## src/source/rob_config_pkg.sv

```systemverilog
`default_nettype none

package rob_config_pkg;

	////////////////////
	// buffer sizes
	////////////////////

	localparam int rob_depth_default = 64;	// must stay a power of two
	localparam int cdb_lanes_default = 6;	// result broadcast lanes

	////////////////////
	// register naming
	////////////////////

	typedef logic [6:0] phys_tag_t;	// physical register tag
	typedef logic [4:0] arch_reg_t;	// architectural register index

	localparam phys_tag_t no_tag = '1;	// empty slot, never broadcast

	////////////////////
	// stored entry
	////////////////////

	typedef struct packed
	{
		logic      valid;	// slot holds an instruction
		logic      ready;	// result written or nothing to wait for
		logic      exception;	// set by the completing lane
		logic      halt;
		logic      wr_mem;	// store
		phys_tag_t tag;
		arch_reg_t arch_reg;
	} rob_entry_t;

endpackage

`default_nettype wire

```

## src/source/rob_pipe_pkg.sv

```systemverilog
`default_nettype none

package rob_pipe_pkg;

	import rob_config_pkg::*;

	// 0, 1 or 2 instructions per cycle
	typedef logic [1:0] issue_count_t;

	////////////////////
	// dispatch side
	////////////////////

	typedef struct packed
	{
		phys_tag_t tag;	// destination physical tag
		arch_reg_t arch_reg;	// destination architectural register
		logic      valid_inst;	// low for a bubble
		logic      halt;
		logic      wr_mem;	// store
	} dispatch_slot_t;

	////////////////////
	// broadcast bus
	////////////////////

	typedef struct packed
	{
		logic      valid;
		phys_tag_t tag;	// tag of the finished result
		logic      exception;
	} complete_lane_t;

	////////////////////
	// retire side
	////////////////////

	typedef struct packed
	{
		phys_tag_t tag;	// freed by the map table and free list
		arch_reg_t arch_reg;
		logic      wr_mem;	// lets the store queue commit
	} retire_slot_t;

endpackage

`default_nettype wire

```

## src/source/rob_pointers.sv

```systemverilog
`default_nettype none

module rob_pointers
#(
	parameter int rob_depth = rob_config_pkg::rob_depth_default
)
(
	input  wire                         clock,
	input  wire                         reset,
	input  wire rob_pipe_pkg::issue_count_t dispatch_num,
	input  wire rob_pipe_pkg::issue_count_t retire_num,
	output logic [$clog2(rob_depth)-1:0] head,
	output logic [$clog2(rob_depth)-1:0] tail,
	output rob_pipe_pkg::issue_count_t   capacity
);

	localparam int ptr_bits = $clog2(rob_depth);
	localparam int cnt_bits = ptr_bits + 1;	// must also hold rob_depth itself

	logic [cnt_bits-1:0] count;	// entries in flight
	logic [cnt_bits-1:0] free;

	////////////////////
	// pointer state
	////////////////////

	// depth is a power of two, so the pointers wrap by overflow
	always_ff @(posedge clock)
	begin
		if (reset)
		begin
			head  <= '0;
			tail  <= '0;
			count <= '0;
		end
		else
		begin
			head  <= head + ptr_bits'(retire_num);	// oldest entry
			tail  <= tail + ptr_bits'(dispatch_num);	// next free slot
			count <= count + cnt_bits'(dispatch_num) - cnt_bits'(retire_num);
		end
	end

	////////////////////
	// dispatch capacity
	////////////////////

	assign free = cnt_bits'(rob_depth) - count;

	// same-cycle retirement is not counted
	always_comb
	begin
		if (free >= cnt_bits'(2))
		begin
			capacity = 2'd2;
		end
		else
		begin
			capacity = free[1:0];	// 0 or 1 slot left
		end
	end

endmodule

`default_nettype wire

```

## config.mk

```make
export PLATFORM = sky130hd
export DESIGN_NAME = rob_pointers
export DESIGN_NICKNAME = d
export VERILOG_FILES = /design/src/source/rob_config_pkg.sv /design/src/source/rob_pipe_pkg.sv /design/src/source/rob_pointers.sv
export SDC_FILE = /design/constraint.sdc
export NUM_CORES = 1
export LEC_CHECK = 0
export BUFFER_PORTS_ARGS = -buffer_cell sky130_fd_sc_hd__buf_4
export CORE_AREA = 5 5 62 64
export DETAILED_ROUTE_END_ITERATION = 8
export DIE_AREA = 0 0 67 69
export PLACE_DENSITY = 0.61
export SYNTH_ARGS = -nofsm -noshare
export SYNTH_HDL_FRONTEND = slang
export SYNTH_SLANG_ARGS = --single-unit
```

## constraint.sdc

```tcl
create_clock -name clock -period 2 [get_ports clock]
set_input_delay 0.4 -clock clock [delete_from_list [all_inputs] [get_ports clock]]
set_output_delay 0.4 -clock clock [all_outputs]
set_load 0.01 [all_outputs]
```

## After elaboration in Yosys (flattened, before gate mapping)

Index checks and enable logic that the tools add are counted.

- Register bits after elaboration: 19
- Input port bits: 6
- Output and inout port bits: 14
- Word-level logic and storage cells: 10

- Add/sub/neg operators: 5
- $lt $le $gt $ge: 1
- Mux-type cells: 1

Operators by type and width:

| operator | number |
|---|---|
| adder 6 x 2 -> 6 bit | 2 |
| adder 7 x 2 -> 7 bit | 1 |
| >= comparator 7 x 2 -> 1 bit (second input constant) | 1 |
| subtractor 7 x 2 -> 7 bit | 1 |
| subtractor 7 bit (first input constant) | 1 |
| 2-to-1 mux 2 bit | 1 |

## Logic depth before layout (Yosys ltp)

Gate-level depths: netlist of the first run.

- Depth after elaboration: 3
- Gate-level depth with buffers: 10
- Mapped depth without buffers: 10

## Least setup slack after synthesis of the first run

OpenSTA, ideal clock, no wires.

- Path kind: input to register
- From: in dispatch_num[1]
- To: reg count[6]
- Library setup time: 0.129 ns
- Arrival: 2.058 ns
- Required time: 1.871 ns
- Slack: -0.187 ns
- Stages: 7
- Path buffers: 0
- Cells stage by stage: inv_1 -> fa_1 -> fa_1 -> nand2b_1 -> a221o_1 -> a21oi_1 -> o211ai_1

- Word-level cells in the longest chain between the ends: 2

Ends and longest elaborated chain:

| item | line | text |
|---|---|---|
| start, declared | rob_pointers.sv:10 | `input wire rob_pipe_pkg::issue_count_t dispatch_num,` |
| adder 7 x 2 -> 7 bit | rob_pointers.sv:40 | `count <= count + cnt_bits'(dispatch_num) - cnt_bits'(retire_num);` |
| subtractor 7 x 2 -> 7 bit | rob_pointers.sv:40 |  |
| end signal, assigned | rob_pointers.sv:40 |  |
| end, declared | rob_pointers.sv:20 | `logic [cnt_bits-1:0] count;` |

No other way between the ends.
A chain may end at the register's enable or synchronous reset.

## Final worst setup path of the first run

- From: reg count[1]
- To: out capacity[0]

- Word-level cells in the longest chain between the ends: 3

Ends and longest elaborated chain:

| item | line | text |
|---|---|---|
| subtractor 7 bit | rob_pointers.sv:48 | `assign free = cnt_bits'(rob_depth) - count;` |
| >= comparator 7 x 2 -> 1 bit | rob_pointers.sv:53 | `if (free >= cnt_bits'(2))` |
| 2-to-1 mux 2 bit | rob_pointers.sv:53 |  |
| end, declared | rob_pointers.sv:14 | `output rob_pipe_pkg::issue_count_t capacity` |

No other way between the ends.

==> reports/summary.txt, run 1 <==
drt via density - 4.82
Leak Pwr - 0.761 nW
nature of the critical path startpoint - flip-flop
Iteration-0 DRC Markers - 21
ant diodes - 0
clock slew at reported path FFs - 0.12 ns
Net Count, Synth - 159
fin cells - 223
Synth cell types - 32
initial core utilization - 37.7%
H-Tree Depth - 1
die height - 69 um
min-delay src - reset
CP max FO - 3
Hold Crit Class - input port to flip-flop
Die X - 67 um
Post-synth EDFFs - 0
Core Box Area - 3230 um^2
Tcrit/Tclk final - 123%
crit path from - count[1]
Final Slew Violations - 0
fin crit period - 2.47 ns
Register-to-Register Setup Slack - -0.29 ns
Num CTS Buffers - 3
final setup violation count - 6
RD Place Congestion - 0.741
asr flop ratio synth - 0%
worst vdd ir - 0.000438 V
share of cells above drive strength 1 - 39.0%
run status - complete, but fails checks
DR WL/cell - 12.5 um
nets - 204
worst setup margin - -0.468 ns
WL final - 2790 um
endpoints failing hold - 0
worst slew pin tran - 0.357 ns
Primary FF master, synth - dfxtp_1
Initial DRT Pass Iterations - 3
I/O Pins - 20
pre-CTS WS - -0.286 ns
initial antenna violation count - 0
area delta synth->final - 41.9%
count of antenna-violating nets left after detailed routing - 0
Post-Synthesis Cells - 133
Die Area - 4620 um^2
Slew HR - 75.9%
Clock Tree Root - clkbuf_4
Setup crit end kind - output pin
# port buffers - 19
first-pass GRT wire length - 4450 um
Placed Instances - 212
latest clock arrival within the worst-skew pair - 0.30 ns
Max Root-Sink Buffers - 2
most frequent cells in the layout - 38 x buf_4, 15 x nor2_1, 15 x dfxtp_1
critical path class - flip-flop to output pin
# Max-Cap Violations - 0
clock skew - 0.0116 ns
syn avg cell area - 9.15 um^2
dpl hpwl - 2050 um
grt ovf - 0
reg-to-reg critical path startpoint - count[0]
commonest non-fill, non-tap cell in the layout - buf_4
CTS tree - yes
register area share after synthesis - 31.2%
warning count from the yosys run - 0
worst path required time - 1.60 ns
routed vias - 1075
Post-Syn Area - 1220 um^2
vias in the first global route - 1058
P per Cell Area - 1190 nW/um^2
arrival time of the worst setup path - 2.07 ns
largest net degree at the start of global routing - 25
failing checks - negative setup slack
GR Util All Layers - 12.0%
DRC viols - 0
RSZ-0062 raised after global routing - yes
clk sink count - 19
#FFs+latches synth - 19
fmax - 405 MHz
Std-Cell Rows - 21
area by class of cell:
| type | count | area, um^2 |
|---|---|---|
| Clock inverter | 1 | 5.00 |
| Sequential cell | 19 | 388 |
| Multi-Input combinational cell | 92 | 845 |
| Inverter | 20 | 80.1 |
| Timing Repair Buffer | 42 | 330 |
| Clock buffer | 3 | 22.5 |
| Fill cell | 303 | 1500 |
| Tap cell | 46 | 57.6 |
cells by family (layout without fill, tap and decap cells):
group           after synthesis  count (layout)  share of synthesized area (%)
fa+ha+maj                    20              20                           23.0
simple gates                 40              40                           19.1
buf+inv                      22              66                           6.78
compound gates               20              20                           11.2
flops                        19              19                           31.2
xor+xnor                     12              12                           8.63
worst max-delay path, cell delays in order (launching register included):
cell	delay, ns
dfxtp_4	0.39
inv_4	0.04
ha_4	0.15
xnor2_1	0.11
or3_1	0.31
or4_4	0.56
nor2_4	0.10
buf_6	0.10
power breakdown:
part,internal (mW),switching [mW]
Sequential,0.466,0.0673
Clock,0.0745,0.126
Combinational,0.685,0.632
path summary, 6_finish.rpt:
kind,to,cells past startpoint
hold reg to reg,tail[5],2
setup / recovery,capacity[0],7
setup reg to reg,count[6],12
hold / removal,tail[1],2
cells in the mapped netlist, types with 2 or more instances:
cell type  count  area [um^2]
o21ai_0        2         10.0
ha_1          16          200
nor4_1         2         12.5
a21oi_1        8         40.0
fa_1           4         80.1
nand3b_1       3         22.5
dfxtp_1       19          380
inv_1         20         75.1
xor2_1         8         70.1
nand4b_1       2         17.5
nor2b_1        6         37.5
clkbuf_1       2         7.51
o211ai_1       2         15.0
or3_1          2         12.5
xnor2_1        4         35.0
nor4b_1        3         26.3
nor2_1        15         56.3
state kept, by name, indices dropped and copies added, names as in the netlist:
signal,flops
tail,6
head,6
count,7
per-stage QoR:
stage	power, mW	hold slack [ns]	setup TNS (ns)	area [um^2]	utilization [%]
after floorplan	1.26	0.544	-0.162	1250	-
after global placement	1.59	0.497	-0.965	1560	48.3
after detailed placement	1.64	0.507	-1.17	1560	48.3
after CTS	1.94	0.411	-1.55	1650	51.0
after global routing	2.23	0.420	-1.96	1730	53.5
final	2.05	0.425	-1.47	1730	53.5
routing by layer:
layer / vias to the layer above / wire length, um / track usage, %
met5: - / 0 / 0
met4: 0 / 14 / 5.41
met3: 2 / 52 / 1.62
met2: 11 / 1450 / 19.7
met1: 520 / 1270 / 15.4
li1: 542 / - / -
what timing repair did:
item / 4_1_cts / 5_1_grt
endpoints found under the hold margin: 0 / 0
pin swaps: 8 / 6
setup buffers: 5 / 2
gates resized for setup: 8 / 12
endpoints found under the setup margin: 5 / 6
hold buffers: 0 / 0
gates cloned: 0 / 0
Power figures use the tool's default switching activity.
==> run 2, diff against run 1 <==
CTS_BUF_LIST = sky130_fd_sc_hd__clkbuf_16   (was unset)
PLACE_DENSITY = 0.67   (was 0.61)
==> reports/summary.txt, run 2 (same netlist as run 1, synthesis figures left out) <==
die height - 69 um (unchanged)
routed vias - 1057 (-1.7%)
failing checks - negative setup slack
max incr delay on CP - 0.55 ns (about the same)
# Max-Cap Violations - 0 (unchanged)
dpl hpwl - 2010 um (-1.9%)
I/O Pins - 20 (unchanged)
pre-CTS WS - -0.284 ns (+0.00208 ns)
Leak Pwr - 0.760 nW (-0.18%)
worst slew pin tran - 0.414 ns (+0.0564 ns)
Num CTS Buffers - 3 (unchanged)
fmax - 418 MHz (+3.1%)
Die X - 67 um (unchanged)
final core occ - 53.6% (+0.12 points)
Placed Instances - 211 (-0.47%)
final setup violation count - 6 (unchanged)
CTS tree - yes
latest clock arrival within the worst-skew pair - 0.25 ns (-0.05 ns)
Top Registers - count: 7 flops, head: 6 flops, tail: 6 flops
grt ovf - 0 (unchanged)
initial core utilization - 37.7% (unchanged)
reg-to-reg critical path startpoint - count[1]
Final Slew Violations - 0 (unchanged)
critical path's top delay family - simple AND/OR/NAND/NOR gates
Buf/Inv on CP - 2 (unchanged)
total placed instance area - 1550 um^2 (-0.48%)
final hold slack - 0.483 ns (+0.0578 ns)
Largest Register - count
max reg flops - 7 (unchanged)
min-delay src - reset
H-Tree Depth - 1 (unchanged)
fin crit period - 2.39 ns (-0.0741 ns)
hold bufs inserted after CTS - 0 (unchanged)
Tcrit/Tclk final - 120% (-3.7 points)
count of antenna-violating nets left after detailed routing - 0 (unchanged)
fin cells - 217 (-2.7%)
largest net degree at the start of global routing - 25 (unchanged)
worst setup margin - -0.394 ns (+0.0741 ns)
critical path class - flip-flop to output pin
Clock Tree Root - clkbuf_16
drt via density - 4.87 (+1.0%)
most frequent cells in the layout - 33 x buf_4, 15 x inv_1, 15 x nor2_1
Hold EP - count[1]
arrival time of the worst setup path - 1.99 ns (-0.08 ns)
fin area - 1730 um^2 (+0.22%)
slowest stage cell, crit path - or4_4
Core Box Area - 3230 um^2 (unchanged)
ant diodes - 0 (unchanged)
reg2reg end - count[6]
Die Area - 4620 um^2 (unchanged)
Register-to-Register Setup Slack - -0.28 ns (about the same)
Reg2Reg Depth - 9 (-3)
CP max FO - 4 (+1)
Initial DRT Pass Iterations - 4 (+1)
first-pass GRT wire length - 4800 um (+7.9%)
endpoints failing hold - 0 (unchanged)
initial antenna violation count - 0 (unchanged)
Setup crit end kind - output pin
RD Place Congestion - 0.762 (+2.8%)
worst path required time - 1.60 ns (about the same)
Hold Crit Class - input port to flip-flop
multi-input logic area - 846 um^2 (+0.15%)
RSZ-0062 raised after global routing - yes
share of cells above drive strength 1 - 37.4% (-1.6 points)
GR Util All Layers - 13.0% (+0.95 points)
Iteration-0 DRC Markers - 18 (-14%)
Std-Cell Rows - 21 (unchanged)
Reg area - 388 um^2 (unchanged)
# port buffers - 19 (unchanged)
clk sink count - 19 (unchanged)
Slew HR - 72.2% (-3.7 points)
DR WL/cell - 12.2 um (-2.2%)
WL final - 2650 um (-4.9%)
DRC viols - 0 (unchanged)
P per Cell Area - 1310 nW/um^2 (+10%)
commonest non-fill, non-tap cell in the layout - buf_4
worst vdd ir - 0.000487 V (+11%)
clock slew at reported path FFs - 0.05 ns (-0.07 ns)
hold path depth - 2 (unchanged)
final-layout fill cell count - 298 (-1.7%)
clock skew - 0.000856 ns (-0.0107 ns)
area delta synth->final - 42.2%
nets - 198 (-2.9%)
crit-path cells - inv_2, ha_4, xnor2_1, or3_1, or4_4, nor2_4, buf_6
run status - complete, but fails checks
nature of the critical path startpoint - flip-flop
vias in the first global route - 1103 (+4.3%)
Max Root-Sink Buffers - 2 (unchanged)
==> run 2: layer usage <==
layer	vias up	share of wire [%]	global-route usage (%)
met5	-	0	0
met4	0	3.4	6.76
met3	9	3.9	2.27
met2	26	49	21.4
li1	526	-	-
met1	496	44	15.7
==> run 2: worst register-to-register path: cells and delay by family, from the launching register on <==
family,cells,cell delay (ns)
simple gates,1,0.16
buf+inv,3,0.29
compound gates,3,0.53
flops,1,0.34
fa+ha+maj,2,0.84
==> run 2: repair_timing <==
action / in CTS / in global routing
endpoints found under the setup margin: 5 / 6
buffers inserted: 1 / 1
pin swaps: 10 / 7
gates resized for setup: 13 / 9
==> run 2: final cells by class <==
class | instances | area share, %
multi-input combinational | 92 | 48.8
sequential | 19 | 22.4
timing repair buffer | 36 | 16.3
inverter | 20 | 4.62
clock buffer | 3 | 4.34
tap | 46 | 3.32
clock inverter | 1 | 0.217
==> run 2: where the power goes <==
group	total (mW)	leakage (nW)	internal (mW)	switching, mW
clock	0.408	0.0423	0.266	0.142
combinational	1.32	0.559	0.687	0.631
sequential	0.541	0.158	0.468	0.0727
==> run 2: worst max-delay path by stage <==
stage / startpoint / to / depth (start not counted)
after global placement: retire_num[0] / count[6] / 10
after detailed placement: retire_num[0] / count[6] / 10
final: count[1] / capacity[0] / 7
after floorplan: count[0] / capacity[0] / 6
after CTS: count[3] / capacity[0] / 7
after global routing: count[1] / capacity[0] / 7
==> run 2: metrics by stage <==
stage	total power, mW	TNS (ns)
2_1_floorplan	1.26	-0.162
3_3_place_gp	1.56	-0.926
3_5_place_dp	1.61	-1.14
4_1_cts	2.20	-0.957
5_1_grt	2.44	-1.89
6_report	2.27	-1.41
==> run 3, diff against run 2 <==
BUFFER_PORTS_ARGS = -buffer_cell sky130_fd_sc_hd__buf_2   (was -buffer_cell sky130_fd_sc_hd__buf_4)
==> reports/summary.txt, run 3 (same netlist as run 1, synthesis figures left out) <==
fmax - 423 MHz (+1.2%)
area delta synth->final - 38.7%
Num CTS Buffers - 3 (unchanged)
worst path required time - 1.60 ns (about the same)
Setup crit end kind - output pin
P per Cell Area - 1340 nW/um^2 (+2.2%)
routed vias - 1050 (-0.66%)
DRC viols - 0 (unchanged)
Register-to-Register Setup Slack - -0.30 ns (-0.02 ns)
max reg flops - 7 (unchanged)
DR WL/cell - 12.4 um (+1.5%)
slowest stage cell, crit path - or4_4
final hold slack - 0.400 ns (-0.0827 ns)
vias in the first global route - 1065 (-3.4%)
min-delay src - reset
fin area - 1690 um^2 (-2.5%)
fin crit period - 2.37 ns (-0.0279 ns)
Clock Tree Root - clkbuf_16
GR Util All Layers - 12.1% (-0.94 points)
dpl hpwl - 2110 um (+5.2%)
total placed instance area - 1520 um^2 (-2.1%)
Top Registers - count: 7 flops, head: 6 flops, tail: 6 flops
Iteration-0 DRC Markers - 37 (+19)
CTS tree - yes
largest net degree at the start of global routing - 18 (-28%)
# port buffers - 19 (unchanged)
worst slew pin tran - 0.334 ns (-0.0800 ns)
worst vdd ir - 0.000495 V (+1.6%)
drt via density - 4.82 (-1.1%)
Leak Pwr - 0.753 nW (-0.87%)
Core Box Area - 3230 um^2 (unchanged)
initial antenna violation count - 0 (unchanged)
Tcrit/Tclk final - 118% (-1.4 points)
initial core utilization - 37.7% (unchanged)
Initial DRT Pass Iterations - 4 (unchanged)
Die X - 67 um (unchanged)
critical path class - flip-flop to output pin
clk sink count - 19 (unchanged)
arrival time of the worst setup path - 1.97 ns (-0.02 ns)
met3 wire len - 100 um (-2.9%)
met2 wire len - 1420 um (+10%)
Highest Signal Layer - met4
Largest Register - count
die height - 69 um (unchanged)
final setup violation count - 6 (unchanged)
nature of the critical path startpoint - flip-flop
grt ovf - 0 (unchanged)
Final Slew Violations - 0 (unchanged)
Die Area - 4620 um^2 (unchanged)
Hold EP - count[3]
wire length on met1 - 1170 um (+0.34%)
clock slew at reported path FFs - 0.06 ns (about the same)
worst setup margin - -0.366 ns (+0.0279 ns)
Slew HR - 77.5% (+5.3 points)
reg2reg end - count[6]
crit-path cells - inv_2, ha_4, and3_1, a211o_1, or4_4, nor2_4, buf_6
hold path depth - 2 (unchanged)
RSZ-0062 raised after global routing - yes
share of cells above drive strength 1 - 37.2% (-0.22 points)
clock skew - 0.00256 ns (+0.00170 ns)
WL final - 2700 um (+2.0%)
H-Tree Depth - 1 (unchanged)
RD Place Congestion - 0.796 (+4.5%)
Reg2Reg Depth - 9 (unchanged)
count of antenna-violating nets left after detailed routing - 0 (unchanged)
reg-to-reg critical path startpoint - count[1]
Max Root-Sink Buffers - 2 (unchanged)
run status - complete, but fails checks
I/O Pins - 20 (unchanged)
most frequent cells in the layout - 18 x buf_2, 18 x buf_4, 16 x inv_1
Hold Crit Class - input port to flip-flop
first-pass GRT wire length - 4500 um (-6.3%)
nets - 199 (+0.51%)
# Max-Cap Violations - 0 (unchanged)
failing checks - negative setup slack
ant diodes - 0 (unchanged)
latest clock arrival within the worst-skew pair - 0.25 ns (about the same)
Std-Cell Rows - 21 (unchanged)
max incr delay on CP - 0.56 ns (about the same)
CP max FO - 4 (unchanged)
endpoints failing hold - 0 (unchanged)
==> run 3: routing by layer <==
layer / track usage [%] / vias up
met5: 0 / -
met4: 2.93 / 0
met3: 2.60 / 2
met2: 20.6 / 20
met1: 15.0 / 498
li1: - / 530
==> run 3: how the worst max path moves through the flow <==
| stage | end | depth (start not counted) | start | slack [ns] |
|---|---|---|---|---|
| floorplan | capacity[0] | 6 | count[0] | -0.08 |
| global placement | count[6] | 10 | retire_num[0] | -0.23 |
| detailed placement | count[6] | 10 | retire_num[0] | -0.30 |
| CTS | capacity[0] | 7 | count[1] | -0.42 |
| global route | capacity[0] | 8 | count[4] | -0.45 |
| finish | capacity[0] | 7 | count[3] | -0.37 |
==> run 3: cell type report <==
class,count,area (um^2)
Fill cell,301,1540
Multi-Input combinational cell,92,851
Sequential cell,19,387
Timing Repair Buffer,37,236
Inverter,20,77.6
Clock buffer,3,75.1
Tap cell,46,57.6
Clock inverter,1,5.00
==> run 3: power breakdown <==
part           switching [mW]  total (mW)  internal, mW
registers              0.0667       0.533         0.466
logic                   0.635        1.31         0.679
clock network           0.145       0.413         0.268
==> run 3: metrics by stage <==
step	setup TNS, ns	worst slack, ns	total power, mW	utilization (%)	cells
detailed placement	-1.08	-0.302	1.62	47.0	213
floorplan	-0.162	-0.0823	1.26	-	133
finish	-1.42	-0.366	2.26	52.3	218
CTS	-1.03	-0.421	2.08	50.3	217
global placement	-0.870	-0.226	1.56	47.0	213
global route	-1.94	-0.451	2.42	52.3	218
==> run 3: worst max-delay path: cells and delay by family (launching register included) <==
family / cells / cell delay [ns]
and+or+nand+nor: 3 / 0.82
DFF: 1 / 0.33
AOI/OAI and AO/OA: 1 / 0.24
buffers and inverters: 2 / 0.17
adders and majority gates: 1 / 0.17
==> run 3: repair_timing <==
item	in CTS	in global routing
hold buffers	0	0
setup buffers	0	1
endpoints found under the setup margin	6	6
pin swaps	4	10
gates resized for setup	7	10
